--- config.mk ---
export PLATFORM = sky130hd
export DESIGN_NAME = exec_unit
export DESIGN_NICKNAME = d
export VERILOG_FILES = /design/src/rtl/exec_pkg.sv /design/src/rtl/left_barrel_shifter.sv /design/src/rtl/right_barrel_shifter.sv /design/src/rtl/alu.sv /design/src/rtl/exec_unit.sv
export VERILOG_INCLUDE_DIRS = /design/src /design/src/include
export SDC_FILE = /design/constraint.sdc
export NUM_CORES = 1
export LEC_CHECK = 0
export CELL_PAD_IN_SITES_DETAIL_PLACEMENT = 1
export CELL_PAD_IN_SITES_GLOBAL_PLACEMENT = 1
export CORE_MARGIN = 4
export CORE_UTILIZATION = 25
export CTS_CLUSTER_DIAMETER = 50
export CTS_CLUSTER_SIZE = 14
export DETAILED_ROUTE_END_ITERATION = 10
export DONT_BUFFER_PORTS = 1
export PLACE_DENSITY_LB_ADDON = 0.3
export SLEW_MARGIN = 20
export SYNTH_ARGS = -nofsm -noshare
export SYNTH_HDL_FRONTEND = slang
export SYNTH_HIERARCHICAL = 1
export SYNTH_SLANG_ARGS = --single-unit
export TNS_END_PERCENT = 50
--- constraint.sdc ---
create_clock -name clk -period 7.1 [get_ports clk]
set_input_delay 1.42 -clock clk [delete_from_list [all_inputs] [get_ports clk]]
set_output_delay 1.42 -clock clk [all_outputs]
set_load 0.005 [all_outputs]
--- src/include/exec_macros.svh ---
`ifndef EXEC_MACROS_SVH
`define EXEC_MACROS_SVH

// data word width
`define EXEC_XLEN 32

// shift amount wide enough to address every bit of a word
`define EXEC_SHAMT_W 5

// funct3 in bits 2..0 and funct7 bit 5 on bit 8
`define EXEC_FUNC_W 10

`endif

--- src/rtl/exec_pkg.sv ---
`default_nettype none

`include "exec_macros.svh"

package exec_pkg;

    typedef logic [`EXEC_XLEN-1:0]    word_t;
    typedef logic [`EXEC_SHAMT_W-1:0] shamt_t;
    typedef logic [`EXEC_FUNC_W-1:0]  func_t;

    // position of the alternate bit in func
    localparam int FUNC_ALT_BIT = 8;

    // funct3 for register/immediate alu operations
    localparam logic [2:0] F3_ADD_SUB = 3'b000;
    localparam logic [2:0] F3_SLL     = 3'b001;
    localparam logic [2:0] F3_SLT     = 3'b010;
    localparam logic [2:0] F3_SLTU    = 3'b011;
    localparam logic [2:0] F3_XOR     = 3'b100;
    localparam logic [2:0] F3_SRL_SRA = 3'b101;
    localparam logic [2:0] F3_OR      = 3'b110;
    localparam logic [2:0] F3_AND     = 3'b111;

    // funct3 for branch compares
    localparam logic [2:0] F3_BEQ  = 3'b000;
    localparam logic [2:0] F3_BNE  = 3'b001;
    localparam logic [2:0] F3_BLT  = 3'b100;
    localparam logic [2:0] F3_BGE  = 3'b101;
    localparam logic [2:0] F3_BLTU = 3'b110;
    localparam logic [2:0] F3_BGEU = 3'b111;

    typedef struct packed {
        word_t data1;
        word_t data2;
        func_t func;
    } exec_req_t;

    typedef struct packed {
        word_t result;
        logic  compare;
    } exec_resp_t;

endpackage

`default_nettype wire

--- src/rtl/left_barrel_shifter.sv ---
`timescale 1ns/1ps
`default_nettype none

`include "exec_macros.svh"

module left_barrel_shifter (
    input  exec_pkg::word_t  idata,
    input  exec_pkg::shamt_t shift_len,
    output exec_pkg::word_t  odata
);
    import exec_pkg::*;

    // level 0 is the input, level i+1 is level i shifted by 2**i or passed
    word_t level [0:`EXEC_SHAMT_W];

    assign level[0] = idata;

    for (genvar i = 0; i < `EXEC_SHAMT_W; i++) begin : g_level
        localparam int STEP = 1 << i;

        word_t shifted;

        // zeros come in from the right
        assign shifted = {level[i][`EXEC_XLEN-1-STEP:0], {STEP{1'b0}}};

        assign level[i+1] = shift_len[i] ? shifted : level[i];
    end

    assign odata = level[`EXEC_SHAMT_W];

endmodule

`default_nettype wire

--- src/rtl/right_barrel_shifter.sv ---
`timescale 1ns/1ps
`default_nettype none

`include "exec_macros.svh"

module right_barrel_shifter (
    input  exec_pkg::word_t  idata,
    input  exec_pkg::shamt_t shift_len,
    input  logic             arithmetic,
    output exec_pkg::word_t  odata
);
    import exec_pkg::*;

    logic  fill;
    word_t level [0:`EXEC_SHAMT_W];

    // sign extension for sra, zeros for srl
    assign fill = arithmetic & idata[`EXEC_XLEN-1];

    assign level[0] = idata;

    for (genvar i = 0; i < `EXEC_SHAMT_W; i++) begin : g_level
        localparam int STEP = 1 << i;

        word_t shifted;

        assign shifted = {{STEP{fill}}, level[i][`EXEC_XLEN-1:STEP]};

        assign level[i+1] = shift_len[i] ? shifted : level[i];
    end

    assign odata = level[`EXEC_SHAMT_W];

endmodule

`default_nettype wire

--- src/rtl/alu.sv ---
`timescale 1ns/1ps
`default_nettype none

`include "exec_macros.svh"

module alu (
    input  exec_pkg::word_t data1,
    input  exec_pkg::word_t data2,
    input  exec_pkg::func_t func,
    output exec_pkg::word_t odata,
    output logic            compare_val
);
    import exec_pkg::*;

    logic [2:0]          funct3;
    logic                alt;
    shamt_t              shamt;

    word_t               sum;
    logic [`EXEC_XLEN:0] diff;
    logic                equal;
    logic                less_signed;
    logic                less_unsigned;

    word_t               and_bits;
    word_t               or_bits;
    word_t               xor_bits;
    word_t               shl_bits;
    word_t               shr_bits;

    assign funct3 = func[2:0];
    assign alt    = func[FUNC_ALT_BIT];

    // only the low bits of data2 count as shift amount
    assign shamt  = data2[`EXEC_SHAMT_W-1:0];

    left_barrel_shifter i_left_barrel_shifter (
        .idata     (data1),
        .shift_len (shamt),
        .odata     (shl_bits)
    );

    right_barrel_shifter i_right_barrel_shifter (
        .idata      (data1),
        .shift_len  (shamt),
        .arithmetic (alt),
        .odata      (shr_bits)
    );

    assign sum = data1 + data2;

    // one subtract feeds sub, slt/sltu and all branch compares
    // bit XLEN is the borrow out
    assign diff = {1'b0, data1} - {1'b0, data2};

    assign equal         = (diff[`EXEC_XLEN-1:0] == '0);
    assign less_unsigned = diff[`EXEC_XLEN];

    // signs differ means the negative one is smaller
    assign less_signed = (data1[`EXEC_XLEN-1] != data2[`EXEC_XLEN-1]) ?
                         data1[`EXEC_XLEN-1] : diff[`EXEC_XLEN-1];

    assign and_bits = data1 & data2;
    assign or_bits  = data1 | data2;
    assign xor_bits = data1 ^ data2;

    always_comb begin
        case (funct3)
            F3_ADD_SUB: odata = alt ? diff[`EXEC_XLEN-1:0] : sum;
            F3_SLL:     odata = shl_bits;
            F3_SLT:     odata = {{(`EXEC_XLEN-1){1'b0}}, less_signed};
            F3_SLTU:    odata = {{(`EXEC_XLEN-1){1'b0}}, less_unsigned};
            F3_XOR:     odata = xor_bits;
            F3_SRL_SRA: odata = shr_bits;
            F3_OR:      odata = or_bits;
            F3_AND:     odata = and_bits;
            default:    odata = '0;
        endcase
    end

    always_comb begin
        case (funct3)
            F3_BEQ:  compare_val = equal;
            F3_BNE:  compare_val = ~equal;
            F3_BLT:  compare_val = less_signed;
            F3_BGE:  compare_val = ~less_signed;
            F3_BLTU: compare_val = less_unsigned;
            F3_BGEU: compare_val = ~less_unsigned;
            // 010 and 011 are not branch codes
            default: compare_val = 1'b0;
        endcase
    end

endmodule

`default_nettype wire

--- src/rtl/exec_unit.sv ---
`timescale 1ns/1ps
`default_nettype none

module exec_unit (
    input  logic                 clk,
    input  logic                 reset,

    input  exec_pkg::exec_req_t  req,
    input  logic                 req_valid,
    output logic                 req_ready,

    output exec_pkg::exec_resp_t resp,
    output logic                 resp_valid,
    input  logic                 resp_ready
);
    import exec_pkg::*;

    // stage 1 holds the request, stage 2 is the resp register itself
    exec_req_t  s1_req;
    logic       s1_valid;

    logic       s1_advance;
    logic       s2_advance;
    logic       req_fire;
    logic       s1_move;

    exec_resp_t alu_resp;

    // stage 2 can take a new item when empty or draining this cycle
    assign s2_advance = ~resp_valid | resp_ready;

    // stage 1 can take a new item when empty or passing its item on
    assign s1_advance = ~s1_valid | s2_advance;

    assign req_ready = s1_advance;
    assign req_fire  = req_valid & s1_advance;
    assign s1_move   = s1_valid & s2_advance;

    alu i_alu (
        .data1       (s1_req.data1),
        .data2       (s1_req.data2),
        .func        (s1_req.func),
        .odata       (alu_resp.result),
        .compare_val (alu_resp.compare)
    );

    always_ff @(posedge clk) begin
        if (reset) begin
            s1_valid <= 1'b0;
        end else if (s1_advance) begin
            s1_valid <= req_valid;
        end
    end

    always_ff @(posedge clk) begin
        if (req_fire) begin
            s1_req <= req;
        end
    end

    always_ff @(posedge clk) begin
        if (reset) begin
            resp_valid <= 1'b0;
        end else if (s2_advance) begin
            resp_valid <= s1_valid;
        end
    end

    // held while the consumer stalls
    always_ff @(posedge clk) begin
        if (s1_move) begin
            resp <= alu_resp;
        end
    end

endmodule

`default_nettype wire

==> results of run 1 <==
tightest hold or removal path: stages (launching register included):
cell     delay, ns
dfxtp_1       0.34
inv_1         0.06
a21oi_1       0.05
metrics by stage:
step            util  worst slack (ns)  area, um2
3_3_place_gp   0.266             0.619      14400
5_1_grt        0.272             0.106      14700
3_5_place_dp   0.266             0.607      14400
4_1_cts        0.272             0.587      14700
2_1_floorplan      -              2.34      13600
6_report       0.272             0.428      14700
where the power goes:
group / switching, mW / internal (mW) / total, mW / leakage, nW
registers: 0.0367 / 0.718 / 0.754 / 0.995
logic: 0.691 / 0.387 / 1.08 / 4.35
clock network: 0.249 / 0.274 / 0.523 / 0.144
total: 0.977 / 1.38 / 2.36 / 5.49
routing by layer:
layer,global-route usage,up-vias
li1,-,5653
met1,0.285,6665
met2,0.325,534
met3,0.0300,74
met4,0.0756,0
met5,0,-
registers in the layout, summed over array words and instances, names as in the netlist:
signal,count
resp_valid,1
s1_req,68
s1_valid,1
resp,33
worst max path at each step:
stage / start / end / slack, ns / depth (start not counted)
6_report: s1_req[43]$_DFFE_PP_ / resp[0]$_DFFE_PP_ / 0.43 / 24
5_1_grt: s1_req[43]$_DFFE_PP_ / resp[0]$_DFFE_PP_ / 0.11 / 24
4_1_cts: s1_req[43]$_DFFE_PP_ / resp[0]$_DFFE_PP_ / 0.59 / 24
3_5_place_dp: s1_req[43]$_DFFE_PP_ / resp[0]$_DFFE_PP_ / 0.61 / 24
3_3_place_gp: s1_req[43]$_DFFE_PP_ / resp[0]$_DFFE_PP_ / 0.62 / 24
2_1_floorplan: s1_req[43]$_DFFE_PP_ / resp[0]$_DFFE_PP_ / 2.34 / 23
final cells by class:
class                           count  area (um2)
Fill cell                        6210       39300
Inverter                          124         465
Sequential cell                   103        3070
Multi-Input combinational cell   1172        9520
Timing Repair Buffer               58         435
Clock inverter                      5        57.6
Tap cell                          696         871
Clock buffer                       11         233
==> out/qor.csv, run 1 <==
stage,metric,value,unit
status,outcome,finished clean,
route,first_pass_iters,5,
timing,fmax,0.150,GHz
worst_setup_path,crit_chain,inv_1 > ha_1 > o21ba_2 > nor4_2 > o21ai_1 > a211oi_1 > buf_4 > o21ai_1 > o221ai_1 > a21oi_1 > nor2_1 > nor2_1 > o31ai_1 > fa_1 > nor2_1 > and3_1 > o2111ai_1 > nor4_1 > nand4_1 > nor4_1 > nand4_1 > nor4_2 > a21oi_1 > nand3b_1,
global_routing,grt_pass1_wl,90.7,mm
worst_setup_path,cpMostUsedCell,nor2_1,
timing,setup_viol,0,
global_routing,grt.overflow.total,0,
pwr,leakagePower,5.49,nW
worst_setup_path,end_kind,flip-flop,
layout,diodes,0,
floorplanning,num_rows,85,
layout,fin_cells,2169,
timing,tightest_slew,1.11,ns
floorplanning,core_area,53900,um2
timing,drv_slew,0,
global_routing,grt_pass1_vias,12800,
route,routed_wl,61.9,mm
route,wl_met1,28.0,mm
min_path,whs_path_depth,2,
global_routing,antenna_found_initial,2,
route,routed.top_layer,met4,
timing,hold_violations,0,
floorplanning,dieArea,58400,um2
place,portBuffers,0,
timing,fin_skew,0.0117,ns
clock_network,tritoncts,done,
floorplanning,die_y,242,um
worst_setup_path,path_delay_family,simple AND/OR/NAND/NOR gates,
clock_network,cts-root-buf,clkbuf_16,
worst_setup_path,cp-start-kind,flip-flop,
worst_setup_path,reg2reg_from,s1_req[43]$_DFFE_PP_,
floorplanning,die_w,242,um
worst_setup_path,r2r_slack,0.43,ns
timing,relSlewSlack,0.260,
clock_network,cts_made_buffers,9,
timing,tns,0,ns
worst_setup_path,reg2reg_depth,24,
layout,areaGrowthSynthToFinish,7.38,%
global_routing,track_usage,0.205,
place,hpwl,46.6,mm
clock_network,cts_buffer_depth,2,
route,route.detailed.drc,0,
worst_setup_path,cp.arrival,6.79,ns
route,wl_met2,28.1,mm
clock_network,clock-sinks,103,
min_path,hp-class,flip-flop to flip-flop,
layout,drive_above_1_share,0.144,
min_path,min_from,s1_valid$_SDFFE_PP0P_,
timing,fin_crit,6.67,ns
place,gp_congestion,0.934,
worst_setup_path,crit_required,7.21,ns
clock_network,cts-hold-fix-buffers,0,
global_routing,grt_max_degree,69,
logic_synthesis,postSynthCellCount,1512,
logic_synthesis,ys_warn_count,6,
clock_network,clkTransAtPathRegs,0.08,ns
pwr,power_density,161,nW/um2
min_path,min_to,resp_valid$_SDFFE_PP0P_,
route,route.met3.wl,3.51,mm
floorplanning,initial_core_util,0.253,
worst_setup_path,critical_path.slowest_cell,edfxtp_1,
floorplanning,io_pins,113,
route,viasPerCell,5.96,
route,drtIter0Drc,1279,
clock_network,cts_setup_buffers,0,
route,ant_nets,0,
layout,final_common_cell,nor2_1,
clock_network,clk_latency,0.40,ns
pwr,totalPowerFinal,2.36,mW
layout,final_nets,1645,
pwr,peakVddDrop,0.142,mV
run,cap_violations,0,
logic_synthesis,syn_area,13600,um2
route,via_count,12900,
worst_setup_path,worstSetupPathType,flip-flop to flip-flop,
route,routedWlPerCell,28.6,um
timing,rsz0062_at_grt,false,
logic_synthesis,synth.avg_cell_area,9.02,um2
logic_synthesis,synth_fp_nets,1689,
layout,final_cell_mix,"nor2_1 (135), inv_1 (118), a21oi_1 (102)",
worst_setup_path,cp_num_buf_inv,2,
worst_setup_path,timing.rr.end,resp[0]$_DFFE_PP_,
clock_network,cts_resized,0,
timing,hold_ws,0.496,ns
worst_setup_path,cpPeakStageDelay,0.57,ns
worst_setup_path,cp_max_fo,9,
place,dp.cells,2153,
clock_network,htreeDepth,3,
timing,final.period_utilization,0.940,
Note: power is estimated with default switching activity, not from simulation.
==> run 2: changes to the inputs <==
- SETUP_SLACK_MARGIN: unset -> 0.5
==> out/qor.csv, run 2 (synthesis results as in run 1) <==
stage,metric,value,unit,change
route,ant_nets,0,,unchanged
floorplanning,die_w,242,um,unchanged
layout,drive_above_1_share,0.145,,was 0.144
global_routing,antenna_found_initial,2,,unchanged
worst_setup_path,reg2reg_from,s1_req[14]$_DFFE_PP_,,was s1_req[43]$_DFFE_PP_
place,portBuffers,0,,unchanged
timing,final.period_utilization,0.872,,was 0.940
floorplanning,num_rows,85,,unchanged
place,gp_congestion,0.934,,unchanged
min_path,whs_path_depth,2,,unchanged
clock_network,clk_latency,0.40,ns,about the same
timing,setup_viol,0,,unchanged
pwr,power_density,161,nW/um2,about the same
clock_network,tritoncts,done,,unchanged
global_routing,grt.overflow.total,0,,unchanged
timing,tightest_slew,1.08,ns,was 1.11 ns
pwr,leakagePower,5.50,nW,was 5.49 nW
worst_setup_path,cp_max_fo,10,,was 9
layout,top_register,s1_req,,unchanged
worst_setup_path,critical_path.slowest_cell,fa_1,,was edfxtp_1
route,via_count,12900,,about the same
clock_network,htreeDepth,3,,unchanged
worst_setup_path,crit_required,7.21,ns,about the same
run,cap_violations,0,,unchanged
clock_network,cts_made_buffers,9,,unchanged
layout,diodes,0,,unchanged
timing,setup_slack,0.911,ns,was 0.428 ns
layout,largest_register_ffs,68,,unchanged
clock_network,clock-sinks,103,,unchanged
place,dp_slack,0.607,ns,unchanged
worst_setup_path,cp_num_buf_inv,2,,unchanged
worst_setup_path,cpPeakStageDelay,0.57,ns,about the same
min_path,min_from,s1_valid$_SDFFE_PP0P_,,unchanged
route,route.detailed.drc,0,,unchanged
timing,fmax,0.162,GHz,was 0.150 GHz
timing,hold_violations,0,,unchanged
layout,final_common_cell,nor2_1,,unchanged
route,routed_wl,61.9,mm,about the same
status,outcome,finished clean,,unchanged
timing,tns,0,ns,unchanged
timing,rsz0062_at_grt,false,,unchanged
clock_network,clkTransAtPathRegs,0.07,ns,was 0.08 ns
clock_network,cts_buffer_depth,2,,unchanged
floorplanning,dieArea,58400,um2,unchanged
global_routing,grt_pass1_wl,90.7,mm,unchanged
worst_setup_path,cp.arrival,6.30,ns,was 6.79 ns
floorplanning,core_area,53900,um2,unchanged
timing,relSlewSlack,0.280,,was 0.260
layout,reg_top3,"s1_req: 68 flops, resp: 33 flops",,unchanged
floorplanning,initial_core_util,0.253,,unchanged
worst_setup_path,timing.rr.end,resp[0]$_DFFE_PP_,,unchanged
route,drtIter0Drc,1259,,was 1279
worst_setup_path,crit_chain,inv_1 > ha_1 > nor2_1 > a211o_1 > o21ai_1 > a211oi_1 > buf_4 > o21ai_1 > o221ai_1 > a21oi_1 > nor2_1 > nor2_1 > o31ai_1 > fa_1 > nor2_1 > and3_1 > o2111ai_1 > nor4_1 > nand4_1 > nor4_2 > nand4_1 > nor4_4 > a21oi_1 > nand3b_1,,was inv_1 > ha_1 > o21ba_2 > nor4_2 > o21ai_1 > a211oi_1 > buf_4 > o21ai_1 > o221ai_1 > a21oi_1 > nor2_1 > nor2_1 > o31ai_1 > fa_1 > nor2_1 > and3_1 > o2111ai_1 > nor4_1 > nand4_1 > nor4_1 > nand4_1 > nor4_2 > a21oi_1 > nand3b_1
clock_network,cts-root-buf,clkbuf_16,,unchanged
timing,drv_slew,0,,unchanged
worst_setup_path,path_delay_family,simple AND/OR/NAND/NOR gates,,unchanged
layout,final_util,0.272,,about the same
global_routing,grt_pass1_vias,12800,,unchanged
layout,final_nets,1646,,was 1645
timing,fin_crit,6.19,ns,was 6.67 ns
layout,final_cell_mix,"nor2_1 (135), inv_1 (118), a21oi_1 (102)",,unchanged
place,hpwl,46.6,mm,unchanged
clock_network,cts-hold-fix-buffers,0,,unchanged
global_routing,track_usage,0.205,,unchanged
worst_setup_path,end_kind,flip-flop,,unchanged
floorplanning,io_pins,113,,unchanged
route,viasPerCell,5.94,,was 5.96
timing,fin_skew,0.0114,ns,was 0.0117 ns
worst_setup_path,worstSetupPathType,flip-flop to flip-flop,,unchanged
floorplanning,die_y,242,um,unchanged
min_path,min_to,resp_valid$_SDFFE_PP0P_,,unchanged
min_path,hp-class,flip-flop to flip-flop,,unchanged
pwr,peakVddDrop,0.143,mV,was 0.142 mV
worst_setup_path,cpMostUsedCell,nor2_1,,unchanged
worst_setup_path,r2r_slack,0.91,ns,was 0.43 ns
route,routedWlPerCell,28.5,um,was 28.6 um
worst_setup_path,reg2reg_depth,24,,unchanged
global_routing,grt_max_degree,69,,unchanged
route,first_pass_iters,5,,unchanged
worst_setup_path,cp-start-kind,flip-flop,,unchanged
layout,areaGrowthSynthToFinish,7.61,%,was 7.38%
-- run 2: cell types whose count changed in the layout (fill, tap and decap cells not counted) --
cell	delta
nor4_4	+2
nor4_1	-1
nor4_2	-1
buf_4	+1
-- run 2: final cells by class --
| type | count | area [um2] |
|---|---|---|
| fill | 6203 | 39200 |
| multi-input combinational | 1172 | 9540 |
| inverter | 124 | 465 |
| timing repair buffer | 59 | 443 |
| clock inverter | 5 | 57.6 |
| sequential | 103 | 3070 |
| tap | 696 | 871 |
| clock buffer | 11 | 233 |
-- run 2: worst min-delay path, cell delays in order (launching register included) --
cell	delay (ns)
dfxtp_1	0.34
inv_1	0.06
a21oi_1	0.05
-- run 2: where the power goes --
part	internal, mW	leakage, nW	total, mW	switching, mW
registers	0.718	0.995	0.754	0.0359
clock network	0.274	0.144	0.524	0.250
logic	0.388	4.36	1.08	0.693
-- run 2: repair_timing --
item,4_1_cts,5_1_grt
buffers inserted,0,1
endpoints found under the setup margin,0,1
resized for setup,0,3
-- run 2: per-stage QoR --
stage	hold WS [ns]	power, mW	area (um2)	std cells
after floorplan	0.461	1.48	13600	1512
after global placement	0.468	1.81	14400	2153
after detailed placement	0.492	1.82	14400	2153
after CTS	0.493	2.37	14700	2169
after global routing	0.544	2.48	14700	2170
final	0.496	2.36	14700	2170
-- run 2: how the worst max path moves through the flow --
| stage | start | to | slack, ns | depth (start not counted) |
|---|---|---|---|---|
| floorplan | s1_req[43]$_DFFE_PP_ | resp[0]$_DFFE_PP_ | 2.34 | 23 |
| global placement | s1_req[43]$_DFFE_PP_ | resp[0]$_DFFE_PP_ | 0.62 | 24 |
| detailed placement | s1_req[43]$_DFFE_PP_ | resp[0]$_DFFE_PP_ | 0.61 | 24 |
| CTS | s1_req[43]$_DFFE_PP_ | resp[0]$_DFFE_PP_ | 0.59 | 24 |
| global route | s1_req[50]$_DFFE_PP_ | resp[0]$_DFFE_PP_ | 0.53 | 23 |
| finish | s1_req[14]$_DFFE_PP_ | resp[0]$_DFFE_PP_ | 0.91 | 24 |
-- run 2: per-layer routing --
layer | vias to the layer above | global-route usage | share of wire
met2 | 525 | 0.325 | 0.45
met3 | 73 | 0.0300 | 0.061
li1 | 5663 | - | -
met4 | 0 | 0.0756 | 0.038
met5 | - | 0 | 0
met1 | 6618 | 0.285 | 0.45
==> run 3: changes to the inputs <==
- CORE_ASPECT_RATIO: unset -> 1.1
- SKIP_LAST_GASP: unset -> 1
==> out/qor.csv, run 3 (synthesis results as in run 1) <==
stage,metric,value,unit,change
route,routed.top_layer,met4,,unchanged
timing,fmax,0.161,GHz,was 0.162 GHz
worst_setup_path,end_kind,flip-flop,,unchanged
pwr,power_density,160,nW/um2,was 161 nW/um2
clock_network,clock-sinks,103,,unchanged
layout,final_common_cell,nor2_1,,unchanged
global_routing,antenna_found_initial,3,,was 2
route,wl_met2,30.1,mm,was 28.1 mm
timing,hold_violations,0,,unchanged
floorplanning,die_w,231,um,was 242 um
layout,top_register,s1_req,,unchanged
layout,fin_cells,2205,,was 2170
min_path,hp-class,flip-flop to flip-flop,,unchanged
floorplanning,num_rows,89,,was 85
timing,drv_slew,0,,unchanged
clock_network,cts_made_buffers,9,,unchanged
pwr,leakagePower,5.50,nW,about the same
worst_setup_path,r2r_slack,0.89,ns,was 0.91 ns
timing,fin_skew,0.0181,ns,was 0.0114 ns
clock_network,clkTransAtPathRegs,0.08,ns,was 0.07 ns
status,outcome,finished clean,,unchanged
worst_setup_path,path_delay_family,simple AND/OR/NAND/NOR gates,,unchanged
global_routing,grt_pass1_wl,92.5,mm,was 90.7 mm
min_path,min_from,s1_valid$_SDFFE_PP0P_,,unchanged
worst_setup_path,cp.arrival,6.34,ns,was 6.30 ns
worst_setup_path,reg2reg_depth,24,,unchanged
worst_setup_path,cp_max_fo,10,,unchanged
route,drtIter0Drc,1207,,was 1259
global_routing,grt_max_degree,62,,was 69
timing,setup_viol,0,,unchanged
worst_setup_path,critical_path.slowest_cell,ha_1,,was fa_1
place,dp.cells,2183,,was 2153
route,routedWlPerCell,28.6,um,was 28.5 um
layout,final_nets,1648,,was 1646
place,hpwl,48.0,mm,was 46.6 mm
place,portBuffers,0,,unchanged
route,ant_nets,0,,unchanged
worst_setup_path,cpMostUsedCell,nor2_1,,unchanged
floorplanning,initial_core_util,0.254,,was 0.253
timing,rsz0062_at_grt,false,,unchanged
floorplanning,core_area,53800,um2,was 53900 um2
global_routing,track_usage,0.212,,was 0.205
clock_network,cts_buffer_depth,2,,unchanged
layout,final_util,0.274,,was 0.272
clock_network,htreeDepth,3,,unchanged
min_path,min_to,resp_valid$_SDFFE_PP0P_,,unchanged
worst_setup_path,worstSetupPathType,flip-flop to flip-flop,,unchanged
worst_setup_path,crit_required,7.23,ns,was 7.21 ns
pwr,peakVddDrop,0.139,mV,was 0.143 mV
timing,relSlewSlack,0.147,,was 0.280
clock_network,clk_latency,0.41,ns,was 0.40 ns
timing,final.period_utilization,0.874,,was 0.872
route,viasPerCell,5.86,,was 5.94
layout,final_cell_mix,"nor2_1 (135), inv_1 (118), a21oi_1 (102)",,unchanged
layout,postLayoutCellArea,14700,um2,about the same
worst_setup_path,crit_chain,inv_1 > ha_1 > nor2_1 > a211o_1 > o21ai_1 > a211oi_1 > buf_4 > o21ai_1 > o221ai_1 > a21oi_1 > nor2_1 > nor2_1 > o31ai_1 > fa_1 > nor2_1 > and3_1 > o2111ai_1 > nor4_1 > nand4_1 > nor4_1 > nand4_1 > nor4_2 > a21oi_1 > nand3b_1,,was inv_1 > ha_1 > nor2_1 > a211o_1 > o21ai_1 > a211oi_1 > buf_4 > o21ai_1 > o221ai_1 > a21oi_1 > nor2_1 > nor2_1 > o31ai_1 > fa_1 > nor2_1 > and3_1 > o2111ai_1 > nor4_1 > nand4_1 > nor4_2 > nand4_1 > nor4_4 > a21oi_1 > nand3b_1
worst_setup_path,cp_num_buf_inv,2,,unchanged
floorplanning,dieArea,58400,um2,about the same
floorplanning,io_pins,113,,unchanged
route,wl_met1,27.4,mm,was 27.7 mm
global_routing,grt_pass1_vias,12900,,was 12800
route,route.met3.wl,3.71,mm,was 3.75 mm
min_path,whs_path_depth,2,,unchanged
global_routing,grt.overflow.total,0,,unchanged
worst_setup_path,cp-start-kind,flip-flop,,unchanged
layout,drive_above_1_share,0.146,,was 0.145
layout,largest_register_ffs,68,,unchanged
worst_setup_path,timing.rr.end,resp[0]$_DFFE_PP_,,unchanged
route,via_count,12900,,about the same
worst_setup_path,reg2reg_from,s1_req[46]$_DFFE_PP_,,was s1_req[14]$_DFFE_PP_
timing,tightest_slew,1.26,ns,was 1.08 ns
timing,fin_crit,6.21,ns,was 6.19 ns
worst_setup_path,cpPeakStageDelay,0.53,ns,was 0.57 ns
route,routed_wl,63.0,mm,was 61.9 mm
route,route.detailed.drc,0,,unchanged
clock_network,cts-hold-fix-buffers,0,,unchanged
layout,reg_top3,"s1_req: 68 flops, resp: 33 flops",,unchanged
route,first_pass_iters,5,,unchanged
place,gp_congestion,0.958,,was 0.934
timing,hold_ws,0.501,ns,was 0.496 ns
layout,areaGrowthSynthToFinish,7.87,%,was 7.61%
floorplanning,die_y,253,um,was 242 um
layout,fill_cells,6236,,was 6203
timing,tns,0,ns,unchanged
run,cap_violations,0,,unchanged
place,placed_area,14400,um2,about the same
clock_network,tritoncts,done,,unchanged
clock_network,cts-root-buf,clkbuf_16,,unchanged
run 3: cell types whose count changed in the layout (fill, tap and decap cells not counted), moves of 2 or more:
cell      previous run  this run
clkinv_2             2         0
clkinv_4             1         3
buf_4               59        61
clkbuf_1             2         0
run 3: area by class of cell:
cell class	count	area, um2	share of cell area
antenna	1	2.50	0.000170
sequential	103	3070	0.209
clock buffer	9	225	0.0153
inverter	124	465	0.0316
tap	728	911	0.0619
multi-input combinational	1172	9530	0.647
timing repair buffer	61	458	0.0311
clock inverter	7	57.6	0.00391
run 3: per-stage QoR:
stage | total power [mW] | worst slack [ns]
2_1_floorplan | 1.48 | 2.34
3_3_place_gp | 1.82 | 0.696
3_5_place_dp | 1.83 | 0.726
4_1_cts | 2.36 | 0.711
5_1_grt | 2.48 | 0.513
6_report | 2.36 | 0.893
run 3: where the power goes:
part	leakage (nW)	switching, mW	total (mW)	internal [mW]
Sequential	0.995	0.0378	0.755	0.717
Clock	0.136	0.274	0.517	0.242
Combinational	4.37	0.694	1.08	0.389
Total	5.50	1.01	2.36	1.35
run 3: repair_timing:
item	4_1_cts	5_1_grt
buffers inserted	0	5
gates resized for setup	0	1
endpoints found under the setup margin	0	1
endpoints found under the hold margin	0	0
run 3: worst max-delay path by stage:
stage                                   end  cells after the start            startpoint  slack [ns]
after CTS                 resp[0]$_DFFE_PP_                     24  s1_req[46]$_DFFE_PP_        0.71
after detailed placement  resp[0]$_DFFE_PP_                     24  s1_req[46]$_DFFE_PP_        0.73
after floorplan           resp[0]$_DFFE_PP_                     23  s1_req[43]$_DFFE_PP_        2.34
final                     resp[0]$_DFFE_PP_                     24  s1_req[46]$_DFFE_PP_        0.89
after global routing      resp[0]$_DFFE_PP_                     24  s1_req[46]$_DFFE_PP_        0.51
after global placement    resp[0]$_DFFE_PP_                     24  s1_req[46]$_DFFE_PP_        0.70
run 3: tightest hold or removal path, stage by stage (launching register included):
cell,delay (ns)
dfxtp_1,0.35
inv_1,0.06
a21oi_1,0.05
run 3: routing by layer:
layer / vias to the layer above / GRT usage
met3: 70 / 0.0347
met4: 0 / 0.0631
met2: 490 / 0.353
met5: - / 0
met1: 6697 / 0.284
li1: 5669 / -
